## src/rtl/pi_pkg.sv

```systemverilog
//**********************************************************************
// PI calibration shared definitions
// Code and measurement widths, register map and controller states
//**********************************************************************

package pi_pkg;

  // Interpolator control code, gray coded on the replica
  localparam int code_w = 3;

  // Measured delay and target, in clk cycles
  localparam int meas_w = 8;

  // Word addresses of the register block
  localparam logic [2:0] reg_ctrl   = 3'd0;
  localparam logic [2:0] reg_target = 3'd1;
  localparam logic [2:0] reg_code   = 3'd2;
  localparam logic [2:0] reg_status = 3'd3;
  localparam logic [2:0] reg_meas   = 3'd4;

  // Bit positions inside the ctrl register
  localparam int ctrl_en_bit    = 0;
  localparam int ctrl_start_bit = 1;
  localparam int ctrl_man_bit   = 2;

  // Calibration controller states
  typedef enum logic [2:0] {
    st_idle,     // Waiting for a start
    st_settle,   // Code applied, replica settling
    st_measure,  // Edge timer running
    st_check,    // Compare result against target
    st_done      // Drop busy
  } cal_state_t;

endpackage

```

## src/rtl/pi_phase_blend.sv

```systemverilog
//**********************************************************************
// Phase blender of the replica interpolator
// Eight legs pick between three taps, majority result is registered
//**********************************************************************

`timescale 1ns/1ps

module pi_phase_blend (
  input  logic       clk,
  input  logic       rst,
  input  logic [2:0] c_in,  // {c, b, a} taps
  input  logic [6:0] sp,    // Thermometer, leg takes tap c when set
  input  logic [6:0] sn,    // Complement, leg takes tap a when set
  output logic       c_out
);

  logic [7:0] leg;
  logic [3:0] ones;

  always_comb begin
    leg[6:0] = (sp & {7{c_in[2]}}) | (sn & {7{c_in[0]}});
    leg[7]   = c_in[1];  // Fixed leg on the middle tap
    ones     = '0;
    for (int i = 0; i < 8; i++) begin
      ones = ones + 4'(leg[i]);
    end
  end

  always_ff @(posedge clk) begin
    if (rst) begin
      c_out <= 1'b0;
    end else begin
      c_out <= (ones >= 4'd4);  // Half or more of the legs high
    end
  end

  // Both leg selects come from one decoder in the parent
  assert property (@(posedge clk) disable iff (rst) sn == ~sp)
    else $error("Blender selects sp and sn are not complementary");

endmodule

```

## src/rtl/pi_replica_interp.sv

```systemverilog
//**********************************************************************
// Replica phase interpolator
// Tap delay line with freeze gating, gray decode and p/n blenders
//**********************************************************************

`timescale 1ns/1ps

module pi_replica_interp #(
  parameter int nand_delay = 2  // Tap unit in clk cycles
) (
  input  logic                      clk,
  input  logic                      rst,
  input  logic                      nfrzdrv,
  input  logic                      fout_p,
  input  logic                      fout_n,
  input  logic [pi_pkg::code_w-1:0] gray,
  output logic                      out_p,
  output logic                      out_n,
  output logic                      osc_out_p,
  output logic                      osc_out_n
);

  localparam int depth = 4 * nand_delay + 1;

  logic [depth-1:0] line_p;
  logic [depth-1:0] line_n;
  logic [2:0]       tap_p;
  logic [2:0]       tap_n;
  logic [6:0]       sp;
  logic [6:0]       sn;
  logic             x_p;
  logic             x_n;

  // Frozen line shifts in the rest level of p low and n high
  always_ff @(posedge clk) begin
    if (rst) begin
      line_p <= '0;
      line_n <= '1;
    end else begin
      line_p <= {line_p[depth-2:0], nfrzdrv ? fout_p : 1'b0};
      line_n <= {line_n[depth-2:0], nfrzdrv ? fout_n : 1'b1};
    end
  end

  assign tap_p = {line_p[4*nand_delay], line_p[2*nand_delay], line_p[0]};
  assign tap_n = {line_n[4*nand_delay], line_n[2*nand_delay], line_n[0]};

  // Gray to thermometer decode with ones count equal to the binary code
  always_comb begin
    case (gray)
      3'b000:  sp = 7'b000_0000;
      3'b001:  sp = 7'b000_0001;
      3'b011:  sp = 7'b000_0011;
      3'b010:  sp = 7'b000_0111;
      3'b110:  sp = 7'b000_1111;
      3'b111:  sp = 7'b001_1111;
      3'b101:  sp = 7'b011_1111;
      default: sp = 7'b111_1111;
    endcase
  end

  assign sn = ~sp;

  pi_phase_blend blend_p (
    .clk   (clk),
    .rst   (rst),
    .c_in  (tap_p),
    .sp    (sp),
    .sn    (sn),
    .c_out (x_p)
  );

  pi_phase_blend blend_n (
    .clk   (clk),
    .rst   (rst),
    .c_in  (~tap_n),  // Rising edges blended on both sides
    .sp    (sp),
    .sn    (sn),
    .c_out (x_n)
  );

  assign out_p     = x_p;
  assign out_n     = ~x_n;
  assign osc_out_p = x_p;   // Duplicate oscillator outputs
  assign osc_out_n = ~x_n;

endmodule

```

## src/rtl/pi_edge_timer.sv

```systemverilog
//**********************************************************************
// Edge timer
// Counts clk cycles from a reference rise to the replica rise
//**********************************************************************

`timescale 1ns/1ps

module pi_edge_timer (
  input  logic                      clk,
  input  logic                      rst,
  input  logic                      fout_p,
  input  logic                      osc_out_p,
  input  logic                      meas_start,
  output logic                      meas_done,
  output logic [pi_pkg::meas_w-1:0] meas_value,
  output logic                      meas_ovf
);

  import pi_pkg::*;

  logic              fp_q;
  logic              fp_qq;
  logic              osc_q;
  logic              ref_rise;
  logic              osc_rise;
  logic              armed;     // Waiting for the reference edge
  logic              counting;
  logic [meas_w-1:0] cnt;

  always_ff @(posedge clk) begin
    fp_q  <= fout_p;
    fp_qq <= fp_q;
    osc_q <= osc_out_p;
  end

  assign ref_rise = fp_q & ~fp_qq;
  assign osc_rise = osc_out_p & ~osc_q;  // Replica output is already a flop

  always_ff @(posedge clk) begin
    if (rst) begin
      armed      <= 1'b0;
      counting   <= 1'b0;
      cnt        <= '0;
      meas_done  <= 1'b0;
      meas_value <= '0;
      meas_ovf   <= 1'b0;
    end else begin
      meas_done <= 1'b0;
      if (meas_start && !counting) begin
        armed <= 1'b1;
      end else if (armed && ref_rise) begin
        armed    <= 1'b0;
        counting <= 1'b1;
        cnt      <= meas_w'(1);  // First cycle after the reference rise
      end else if (counting) begin
        if (osc_rise || cnt == '1) begin
          counting   <= 1'b0;
          meas_done  <= 1'b1;
          meas_value <= cnt;
          meas_ovf   <= !osc_rise;  // Saturated without a replica edge
        end else begin
          cnt <= cnt + 1'b1;
        end
      end
    end
  end

endmodule

```

## src/rtl/pi_wb_regs.sv

```systemverilog
//**********************************************************************
// Wishbone classic register block
// Control, target and manual code registers plus status readback
//**********************************************************************

`timescale 1ns/1ps

module pi_wb_regs (
  input  logic                      clk,
  input  logic                      rst,
  input  logic                      wb_cyc,
  input  logic                      wb_stb,
  input  logic                      wb_we,
  input  logic [2:0]                wb_adr,
  input  logic [7:0]                wb_dat_w,
  input  logic                      busy,
  input  logic                      locked,
  input  logic                      cal_error,
  input  logic [pi_pkg::code_w-1:0] lock_code,
  input  logic [pi_pkg::meas_w-1:0] last_meas,
  output logic [7:0]                wb_dat_r,
  output logic                      wb_ack,
  output logic                      enable,
  output logic                      manual,
  output logic [pi_pkg::code_w-1:0] manual_code,
  output logic [pi_pkg::meas_w-1:0] target,
  output logic                      start_pulse
);

  import pi_pkg::*;

  logic       req;
  logic [7:0] rd_mux;

  assign req = wb_cyc && wb_stb && !wb_ack;  // New request with ack not yet given

  always_comb begin
    rd_mux = '0;
    case (wb_adr)
      reg_ctrl: begin
        rd_mux[ctrl_en_bit]  = enable;
        rd_mux[ctrl_man_bit] = manual;  // Start bit reads as zero
      end
      reg_target: rd_mux = 8'(target);
      reg_code:   rd_mux = 8'(manual_code);
      reg_status: rd_mux = {2'b00, lock_code, cal_error, locked, busy};
      reg_meas:   rd_mux = 8'(last_meas);
      default:    rd_mux = '0;
    endcase
  end

  always_ff @(posedge clk) begin
    if (rst) begin
      wb_ack      <= 1'b0;
      enable      <= 1'b0;
      manual      <= 1'b0;
      manual_code <= '0;
      target      <= '0;
      start_pulse <= 1'b0;
    end else begin
      wb_ack      <= req;
      start_pulse <= 1'b0;
      if (req && wb_we) begin
        case (wb_adr)
          reg_ctrl: begin
            enable      <= wb_dat_w[ctrl_en_bit];
            manual      <= wb_dat_w[ctrl_man_bit];
            start_pulse <= wb_dat_w[ctrl_start_bit];
          end
          reg_target: target      <= wb_dat_w[meas_w-1:0];
          reg_code:   manual_code <= wb_dat_w[code_w-1:0];
          default:    ;
        endcase
      end
    end
  end

  always_ff @(posedge clk) begin
    if (req) begin
      wb_dat_r <= rd_mux;  // Held valid through the ack cycle
    end
  end

  // Strobe is only meaningful inside a bus cycle
  assert property (@(posedge clk) disable iff (rst) wb_stb |-> wb_cyc)
    else $error("Wishbone strobe raised outside a bus cycle");

endmodule

```

## src/rtl/pi_cal_ctrl.sv

```systemverilog
//**********************************************************************
// Calibration controller
// Steps interpolator codes until the measured delay meets the target
//**********************************************************************

`timescale 1ns/1ps

module pi_cal_ctrl #(
  parameter int nand_delay = 2
) (
  input  logic                      clk,
  input  logic                      rst,
  input  logic                      enable,
  input  logic                      manual,
  input  logic [pi_pkg::code_w-1:0] manual_code,
  input  logic [pi_pkg::meas_w-1:0] target,
  input  logic                      start_pulse,
  input  logic                      meas_done,
  input  logic [pi_pkg::meas_w-1:0] meas_value,
  input  logic                      meas_ovf,
  output logic                      nfrzdrv,
  output logic [pi_pkg::code_w-1:0] gray,
  output logic                      meas_start,
  output logic                      busy,
  output logic                      locked,
  output logic                      cal_error,
  output logic [pi_pkg::code_w-1:0] lock_code,
  output logic [pi_pkg::meas_w-1:0] last_meas
);

  import pi_pkg::*;

  // Longest tap path plus blender and margin
  localparam int settle_cycles = 4 * nand_delay + 4;
  localparam int settle_w      = $clog2(settle_cycles + 1);

  cal_state_t          state;
  logic [settle_w-1:0] settle_cnt;
  logic [code_w-1:0]   trial;     // Binary code under test
  logic                ovf_seen;

  function automatic logic [code_w-1:0] to_gray(input logic [code_w-1:0] bin);
    return bin ^ (bin >> 1);
  endfunction

  always_ff @(posedge clk) begin
    if (rst) begin
      state      <= st_idle;
      settle_cnt <= '0;
      trial      <= '0;
      ovf_seen   <= 1'b0;
      nfrzdrv    <= 1'b0;
      meas_start <= 1'b0;
      busy       <= 1'b0;
      locked     <= 1'b0;
      cal_error  <= 1'b0;
      lock_code  <= '0;
      last_meas  <= '0;
    end else begin
      nfrzdrv    <= enable;
      meas_start <= 1'b0;
      case (state)
        st_idle: begin
          if (start_pulse && enable) begin  // Starts while busy never reach here
            busy       <= 1'b1;
            locked     <= 1'b0;
            cal_error  <= 1'b0;
            trial      <= '0;
            settle_cnt <= '0;
            state      <= st_settle;
          end
        end
        st_settle: begin
          if (settle_cnt == settle_w'(settle_cycles - 1)) begin
            meas_start <= 1'b1;
            state      <= st_measure;
          end else begin
            settle_cnt <= settle_cnt + 1'b1;
          end
        end
        st_measure: begin
          if (meas_done) begin
            last_meas <= meas_value;
            ovf_seen  <= meas_ovf;
            state     <= st_check;
          end
        end
        st_check: begin
          if (ovf_seen || (last_meas < target && trial == '1)) begin
            cal_error <= 1'b1;
            lock_code <= '1;
            state     <= st_done;
          end else if (last_meas >= target) begin
            locked    <= 1'b1;
            lock_code <= trial;
            state     <= st_done;
          end else begin
            trial      <= trial + 1'b1;
            settle_cnt <= '0;
            state      <= st_settle;
          end
        end
        st_done: begin
          busy  <= 1'b0;
          state <= st_idle;
        end
        default: state <= st_idle;
      endcase
    end
  end

  // A running calibration owns the interpolator code
  always_comb begin
    if (busy) begin
      gray = to_gray(trial);
    end else if (manual) begin
      gray = to_gray(manual_code);
    end else if (locked) begin
      gray = to_gray(lock_code);
    end else begin
      gray = '0;
    end
  end

  // Timer results only arrive while a measurement is pending
  assert property (@(posedge clk) disable iff (rst) meas_done |-> state == st_measure)
    else $error("Measurement result arrived outside the measure state");

endmodule

```

## src/rtl/pi_cal_top.sv

```systemverilog
//**********************************************************************
// Phase interpolator calibration top level
// Register block, controller, replica interpolator and edge timer
//**********************************************************************

`timescale 1ns/1ps

module pi_cal_top #(
  parameter int nand_delay = 2
) (
  input  logic       clk,
  input  logic       rst,
  input  logic       fout_p,
  input  logic       fout_n,
  input  logic       wb_cyc,
  input  logic       wb_stb,
  input  logic       wb_we,
  input  logic [2:0] wb_adr,
  input  logic [7:0] wb_dat_w,
  output logic [7:0] wb_dat_r,
  output logic       wb_ack,
  output logic       out_p,
  output logic       out_n
);

  import pi_pkg::*;

  logic              enable;
  logic              manual;
  logic [code_w-1:0] manual_code;
  logic [meas_w-1:0] target;
  logic              start_pulse;
  logic              busy;
  logic              locked;
  logic              cal_error;
  logic [code_w-1:0] lock_code;
  logic [meas_w-1:0] last_meas;
  logic              nfrzdrv;
  logic [code_w-1:0] gray;
  logic              meas_start;
  logic              meas_done;
  logic [meas_w-1:0] meas_value;
  logic              meas_ovf;
  logic              osc_p;

  pi_wb_regs i_regs (
    .clk         (clk),
    .rst         (rst),
    .wb_cyc      (wb_cyc),
    .wb_stb      (wb_stb),
    .wb_we       (wb_we),
    .wb_adr      (wb_adr),
    .wb_dat_w    (wb_dat_w),
    .busy        (busy),
    .locked      (locked),
    .cal_error   (cal_error),
    .lock_code   (lock_code),
    .last_meas   (last_meas),
    .wb_dat_r    (wb_dat_r),
    .wb_ack      (wb_ack),
    .enable      (enable),
    .manual      (manual),
    .manual_code (manual_code),
    .target      (target),
    .start_pulse (start_pulse)
  );

  pi_cal_ctrl #(
    .nand_delay (nand_delay)
  ) i_ctrl (
    .clk         (clk),
    .rst         (rst),
    .enable      (enable),
    .manual      (manual),
    .manual_code (manual_code),
    .target      (target),
    .start_pulse (start_pulse),
    .meas_done   (meas_done),
    .meas_value  (meas_value),
    .meas_ovf    (meas_ovf),
    .nfrzdrv     (nfrzdrv),
    .gray        (gray),
    .meas_start  (meas_start),
    .busy        (busy),
    .locked      (locked),
    .cal_error   (cal_error),
    .lock_code   (lock_code),
    .last_meas   (last_meas)
  );

  pi_replica_interp #(
    .nand_delay (nand_delay)
  ) i_interp (
    .clk       (clk),
    .rst       (rst),
    .nfrzdrv   (nfrzdrv),
    .fout_p    (fout_p),
    .fout_n    (fout_n),
    .gray      (gray),
    .out_p     (out_p),
    .out_n     (out_n),
    .osc_out_p (osc_p),
    .osc_out_n ()         // n oscillator copy not measured
  );

  pi_edge_timer i_timer (
    .clk        (clk),
    .rst        (rst),
    .fout_p     (fout_p),
    .osc_out_p  (osc_p),
    .meas_start (meas_start),
    .meas_done  (meas_done),
    .meas_value (meas_value),
    .meas_ovf   (meas_ovf)
  );

endmodule

```

## config.mk

```make
export PLATFORM = sky130hd
export DESIGN_NAME = pi_cal_top
export DESIGN_NICKNAME = d
export VERILOG_FILES = /design/src/rtl/pi_pkg.sv /design/src/rtl/pi_phase_blend.sv /design/src/rtl/pi_replica_interp.sv /design/src/rtl/pi_edge_timer.sv /design/src/rtl/pi_wb_regs.sv /design/src/rtl/pi_cal_ctrl.sv /design/src/rtl/pi_cal_top.sv
export SDC_FILE = /design/constraint.sdc
export NUM_CORES = 1
export LEC_CHECK = 0
export ABC_AREA = 1
export BUFFER_PORTS_ARGS = -buffer_cell sky130_fd_sc_hd__clkbuf_2
export CAP_MARGIN = 30
export CORE_MARGIN = 4
export CORE_UTILIZATION = 45
export DETAILED_ROUTE_END_ITERATION = 10
export PLACE_DENSITY = 0.65
export SLEW_MARGIN = 25
export SYNTH_ARGS = -nofsm -noshare
export SYNTH_HDL_FRONTEND = slang
export SYNTH_SLANG_ARGS = --single-unit
```

## constraint.sdc

```tcl
create_clock -name clk -period 6.4 [get_ports clk]
set_input_delay 1.28 -clock clk [delete_from_list [all_inputs] [get_ports clk]]
set_output_delay 1.28 -clock clk [all_outputs]
set_load 0.005 [all_outputs]
```

* Word-level counts from Yosys, hierarchy flattened
Index checks and enable logic that the tools add are counted.
** Operators by class
- Equal/unequal tests :: 26
- Bitwise gates (word level) :: 23
- Reductions and logical operators :: 38
- Muxes and demuxes :: 43
- Add/subtract/negate cells :: 17
- Order comparisons :: 4
** Operator list (count)
- 7-bit one-hot mux with 7 select lines :: 1
- 3-bit two-way mux :: 13
- 4-bit by 1-bit adder with 4-bit output :: 8
- 7-bit AND :: 4
- 8-bit two-way mux :: 3
- 3-bit by 2-bit equality test with 1-bit output (second input constant) :: 6
- 3-bit equality test (second input constant) :: 6
- 4-bit two-way mux :: 4
- 5-bit one-hot mux with 3 select lines :: 1
- 7-bit OR :: 2
- 1-bit two-way mux :: 12
- 2-bit by 1-bit != test with 1-bit output (second input constant) :: 6
- 3-bit one-hot mux with 4 select lines :: 1
- 4-bit one-hot mux with 3 select lines :: 1
- 2-bit AND reduction :: 6
- 4-bit AND reduction :: 3
- 1-bit NOT :: 10
- 1-bit one-hot mux with 5 select lines :: 2
- 2-bit nonzero test :: 5
- 3-bit by 1-bit equality test with 1-bit output (second input constant) :: 3
- 3-bit zero test :: 3
- 3-bit AND reduction :: 3
- 3-bit by 2-bit bitwise XOR with 3-bit output :: 3
- 3-bit by 1-bit adder with 4-bit output :: 2
- other kinds (25) :: 43
** Word-level totals
- Word-level logic and storage cells :: 184
- Flip-flop bits (word level) :: 93
- Output and inout port bits :: 11
- Input port bits :: 18

* Logic depth before layout (Yosys ltp)
- Word-level depth :: 17
- Gate-level depth with buffers :: 19
- Gate-level depth less buffers :: 19

* Hierarchy
Synthesis repeated with hierarchy kept, for this count alone.
** Second synthesis, totals
- Cell total of the unflattened synthesis :: 636
- Area total of the unflattened synthesis :: 4793.3 um2
** By module, submodules not included
- pi_cal_ctrl :: sequential area each 540.5 um2, times used 1, cells each 227, area an instance 1566.5 um2
- pi_wb_regs :: sequential area each 540.5 um2, times used 1, cells each 156, area an instance 1149.9 um2
- pi_edge_timer :: sequential area each 460.4 um2, times used 1, cells each 127, area an instance 1026.0 um2
- pi_replica_interp :: sequential area each 360.3 um2, times used 1, cells each 72, area an instance 610.6 um2
- pi_phase_blend :: sequential area each 20.0 um2, times used 2, cells each 27, area an instance 220.2 um2

* Least setup slack after synthesis
No wires, ideal clock.
- Path kind :: flip-flop to flip-flop
- Start point :: register i_ctrl.trial[0]
- End point :: register i_interp.blend_p.c_out
- Arrival time :: 3.281 ns
- Period minus slack after synthesis :: 3.352 ns
- Buffers on the path :: 0
- Cell stages (with the launch flop) :: 14
- Path slack :: 3.048 ns
- Required time :: 6.329 ns
- Library setup time :: 0.071 ns
- Cell sequence :: dfxtp_1 > ha_1 > o21ai_0 > nand2_1 > o21ai_0 > inv_1 > fa_1 > inv_1 > fa_1 > fa_1 > ha_1 > nand2_1 > nand3b_1 > a21oi_1
** On the way
- Longest elaborated chain between the ends :: 15
- Elaborated cells between the ends (all ways) :: 22
- Classes of those cells :: add/sub (7); order compare (1); eq/ne (6); mux (2); bitwise (5); reduce/logical (1)
** RTL lines
- start: declaration :: line pi_cal_ctrl.sv:39 : logic [code_w-1:0] trial;
- start signal: assignment :: line pi_cal_ctrl.sv:98 : trial <= trial + 1'b1;
- 3-bit by 2-bit bitwise XOR with 3-bit output (*) :: line pi_cal_ctrl.sv:43 : return bin ^ (bin >> 1);
- 3-bit two-way mux (*) :: line pi_cal_ctrl.sv:114 : if (busy) begin
- 3-bit equality test (tied with other cells) :: line pi_replica_interp.sv:50 : case (gray)
- 7-bit one-hot mux with 7 select lines (*) :: line pi_replica_interp.sv:50
- 7-bit NOT :: line pi_replica_interp.sv:62 : assign sn = ~sp;
- 7-bit AND :: line pi_phase_blend.sv:21 : leg[6:0] = (sp & {7{c_in[2]}}) | (sn & {7{c_in[0]}});
- 7-bit OR (*) :: line pi_phase_blend.sv:21
- 1-bit by 1-bit adder with 2-bit output :: line pi_phase_blend.sv:25 : ones = ones + 4'(leg[i]);
- 2-bit by 1-bit adder with 3-bit output :: line pi_phase_blend.sv:25
- 3-bit by 1-bit adder with 4-bit output :: line pi_phase_blend.sv:25
- 4-bit by 1-bit adder with 4-bit output (2 in a row) :: line pi_phase_blend.sv:25
- 4-bit by 1-bit adder with 4-bit output (*) (2 in a row) :: line pi_phase_blend.sv:25
- 4-bit by 3-bit greater-or-equal comparator with 1-bit output (*) :: line pi_phase_blend.sv:33 : c_out <= (ones >= 4'd4);
- end signal: assignment :: line pi_phase_blend.sv:33
- end: declaration :: line pi_phase_blend.sv:14 : output logic c_out
Mark *: on every way between the ends. The rest lies on a longest branch, timed or not.
A chain may end at the register's enable or synchronous reset.

* Final worst setup path
- Start point :: register i_ctrl.trial[1]
- End point :: register i_interp.blend_p.c_out
Same word-level chain as after synthesis.

==> flow_summary.ini <==
[yosys]
synth_common_cells = 100 x nand2_1, 85 x dfxtp_1, 75 x inv_1
syn_avg_cell_area_um2 = 7.86
mappedNetlistArea_um2 = 4310
ys_ff_latch = 93
ys_types = 37
synthTopCellsByArea = dfxtp_1 39%, nand2_1 8.7%, inv_1 6.5%, a21oi_1 6.0%, edfxtp_1 5.6%
yosysSeqAreaShare_pct = 45.0
synthFlopType = dfxtp_1
synth-edff-count = 8
netlist_instances = 549
synth_nets = 589
netlist.top_cell.by_area = dfxtp_1
async_flop_share_pct = 0
synth_top_area_share_pct = 39.4
yosysWarnings = 0
synth.most_common_cell = nand2_1

[route]
vias = 3486
drt-vias-per-instance = 4.90
wirelength_um = 8720
ant_nets = 0
top_layer_used = met4
m1WireLength_um = 4200
wl_met2_um = 4030
wl_per_cell_um = 12.2
drc = 0
dr.pass1.iters = 4
met3_length_um = 350
drtIter0Drc = 186

[global_route]
first_global_vias = 3357
grt_max_degree = 46
grt.total_usage_pct = 16.6
antenna_found_initial = 0
grt_pass1_wl_um = 15300
overflow = 0

[sta]
final_max_slew_viol_count = 0
tightest_slew_ns = 0.899
fin_crit_ns = 3.65
timing.final.ws_setup_ns = 2.75
rsz0062_at_grt = false
fin_setup_tns_ns = 0
fmax_mhz = 274
setup_violations = 0
finalHoldViolCount = 0
period_share_pct = 57.1
slew_headroom_pct = 40.0
finClkSkew_ns = 0.0118

[final_layout]
area_growth_pct = 11.4
antenna_cells = 0
nNetsFinal = 618
layout-drive-gt1-share_pct = 13.2
utilization_pct = 51.8

[die]
die_h_um = 106
core_area_um2 = 9280
die_area_um2 = 11200
start_util_pct = 46.5
pin_count = 29
rows = 35
die_width_um = 106

[clock_tree]
cts_buffers = 9
insertion_delay_ns = 0.36
clkTransAtPathRegs_ns = 0.10
cts_setup_buffers = 0
clockRootBuffer = clkbuf_8
cts_tree = yes
cts_hold_buf = 0
cts.sinks = 93
cts_buffer_depth = 2
cts_resized = 0
h-tree-depth = 3

[critical_path]
startpoint_type = register
arrival_ns = 3.94
reg2regPathDepth = 13
worstPathRequired_ns = 6.69
criticalPathCategory = register to register
cp_max_fo = 4
critPathCaptureType = register

[placement]
gp_congestion = 0.851
port_buffers = 28
dp_hpwl_um = 6530
pre_cts_ws_ns = 2.77

[power]
powerDensity_nw_per_um2 = 221
ir_drop_mv = 0.128
p_leak_nw = 2.01

[worst_hold_path]
worstHoldPathCells = 0
hold_class = register to register

[flow_run]
maxCapViolCount = 0

[run_status]
status = finished, final reports clean
[metrics by stage]
stage / std cells / hold WS, ns / power (mW) / area (µm²)
after floorplan: 549 / 0.331 / 0.624 / 4310
after CTS: 712 / 0.355 / 1.07 / 4800
after global routing: 712 / 0.367 / 1.10 / 4800
after detailed placement: 696 / 0.338 / 0.638 / 4580
final: 712 / 0.355 / 1.06 / 4800
after global placement: 696 / 0.340 / 0.638 / 4580
[cell type report]
class | instances | area (µm²)
fillers | 890 | 4480
multi-input cells | 365 | 2020
flip-flops and latches | 93 | 1940
inverters | 79 | 304
well taps | 129 | 161
repair buffers | 30 | 155
clock buffers | 10 | 128
clock inverters | 6 | 93.8
[worst paths after layout]
path / slack (ns) / start / endpoint
min reg2reg: 0.35 / i_timer.fp_q / i_timer.fp_qq
max reg2reg: 2.75 / i_ctrl.trial[1] / i_interp.blend_p.c_out
max: 2.75 / i_ctrl.trial[1] / i_interp.blend_p.c_out
min: 0.35 / i_timer.fp_q / i_timer.fp_qq
[layout by cell type, fill, tap and decap left out, drive strengths merged, types with 8 or more instances in the layout]
cell and n:
nand2 105, dfxtp 85, inv 80, a21oi 58, nor2 54, o21ai 43, clkbuf 37, nand3 35
ha 16, or2 10, nor3 9, edfxtp 8
[registers in the layout, summed over array words and instances (netlist names), 3 cells and up]
name,flops
i_ctrl.last_meas,8
i_ctrl.lock_code,3
i_ctrl.settle_cnt,4
i_ctrl.state,3
i_ctrl.trial,3
i_interp.line_n,9
i_interp.line_p,9
i_regs.manual_code,3
i_regs.target,8
i_regs.wb_dat_r,8
i_timer.cnt,8
i_timer.meas_value,8
[per-layer routing]
metal,vias up,GRT usage (%)
li1,1851,-
met1,1567,21.4
met2,55,28.1
met3,13,3.22
met4,0,5.27
met5,-,0
[logic make-up after synthesis]
group,count (synthesis),share of synthesized area (%)
simple gates,223,23.6
compound gates,113,14.4
flops,93,45.0
buf+inv,91,8.15
fa+ha+maj,22,7.42
xor+xnor,7,1.42
[power breakdown]
part           switching [mW]  internal (mW)  total [mW]
Clock                   0.215          0.224       0.438
Combinational          0.0225         0.0107      0.0333
Sequential            0.00146          0.589       0.591
Total                   0.239          0.824        1.06
[worst max-delay path: stages, from the launching register on]
cell	delay, ns
dfxtp_1	0.40
ha_1	0.26
o21ai_0	0.40
nand2_1	0.17
o21ai_0	0.17
inv_1	0.08
fa_1	0.53
inv_1	0.05
fa_1	0.50
fa_1	0.43
ha_1	0.28
nand2_1	0.04
nand3b_1	0.14
a21oi_1	0.12
(Power assumes the default switching activity.)
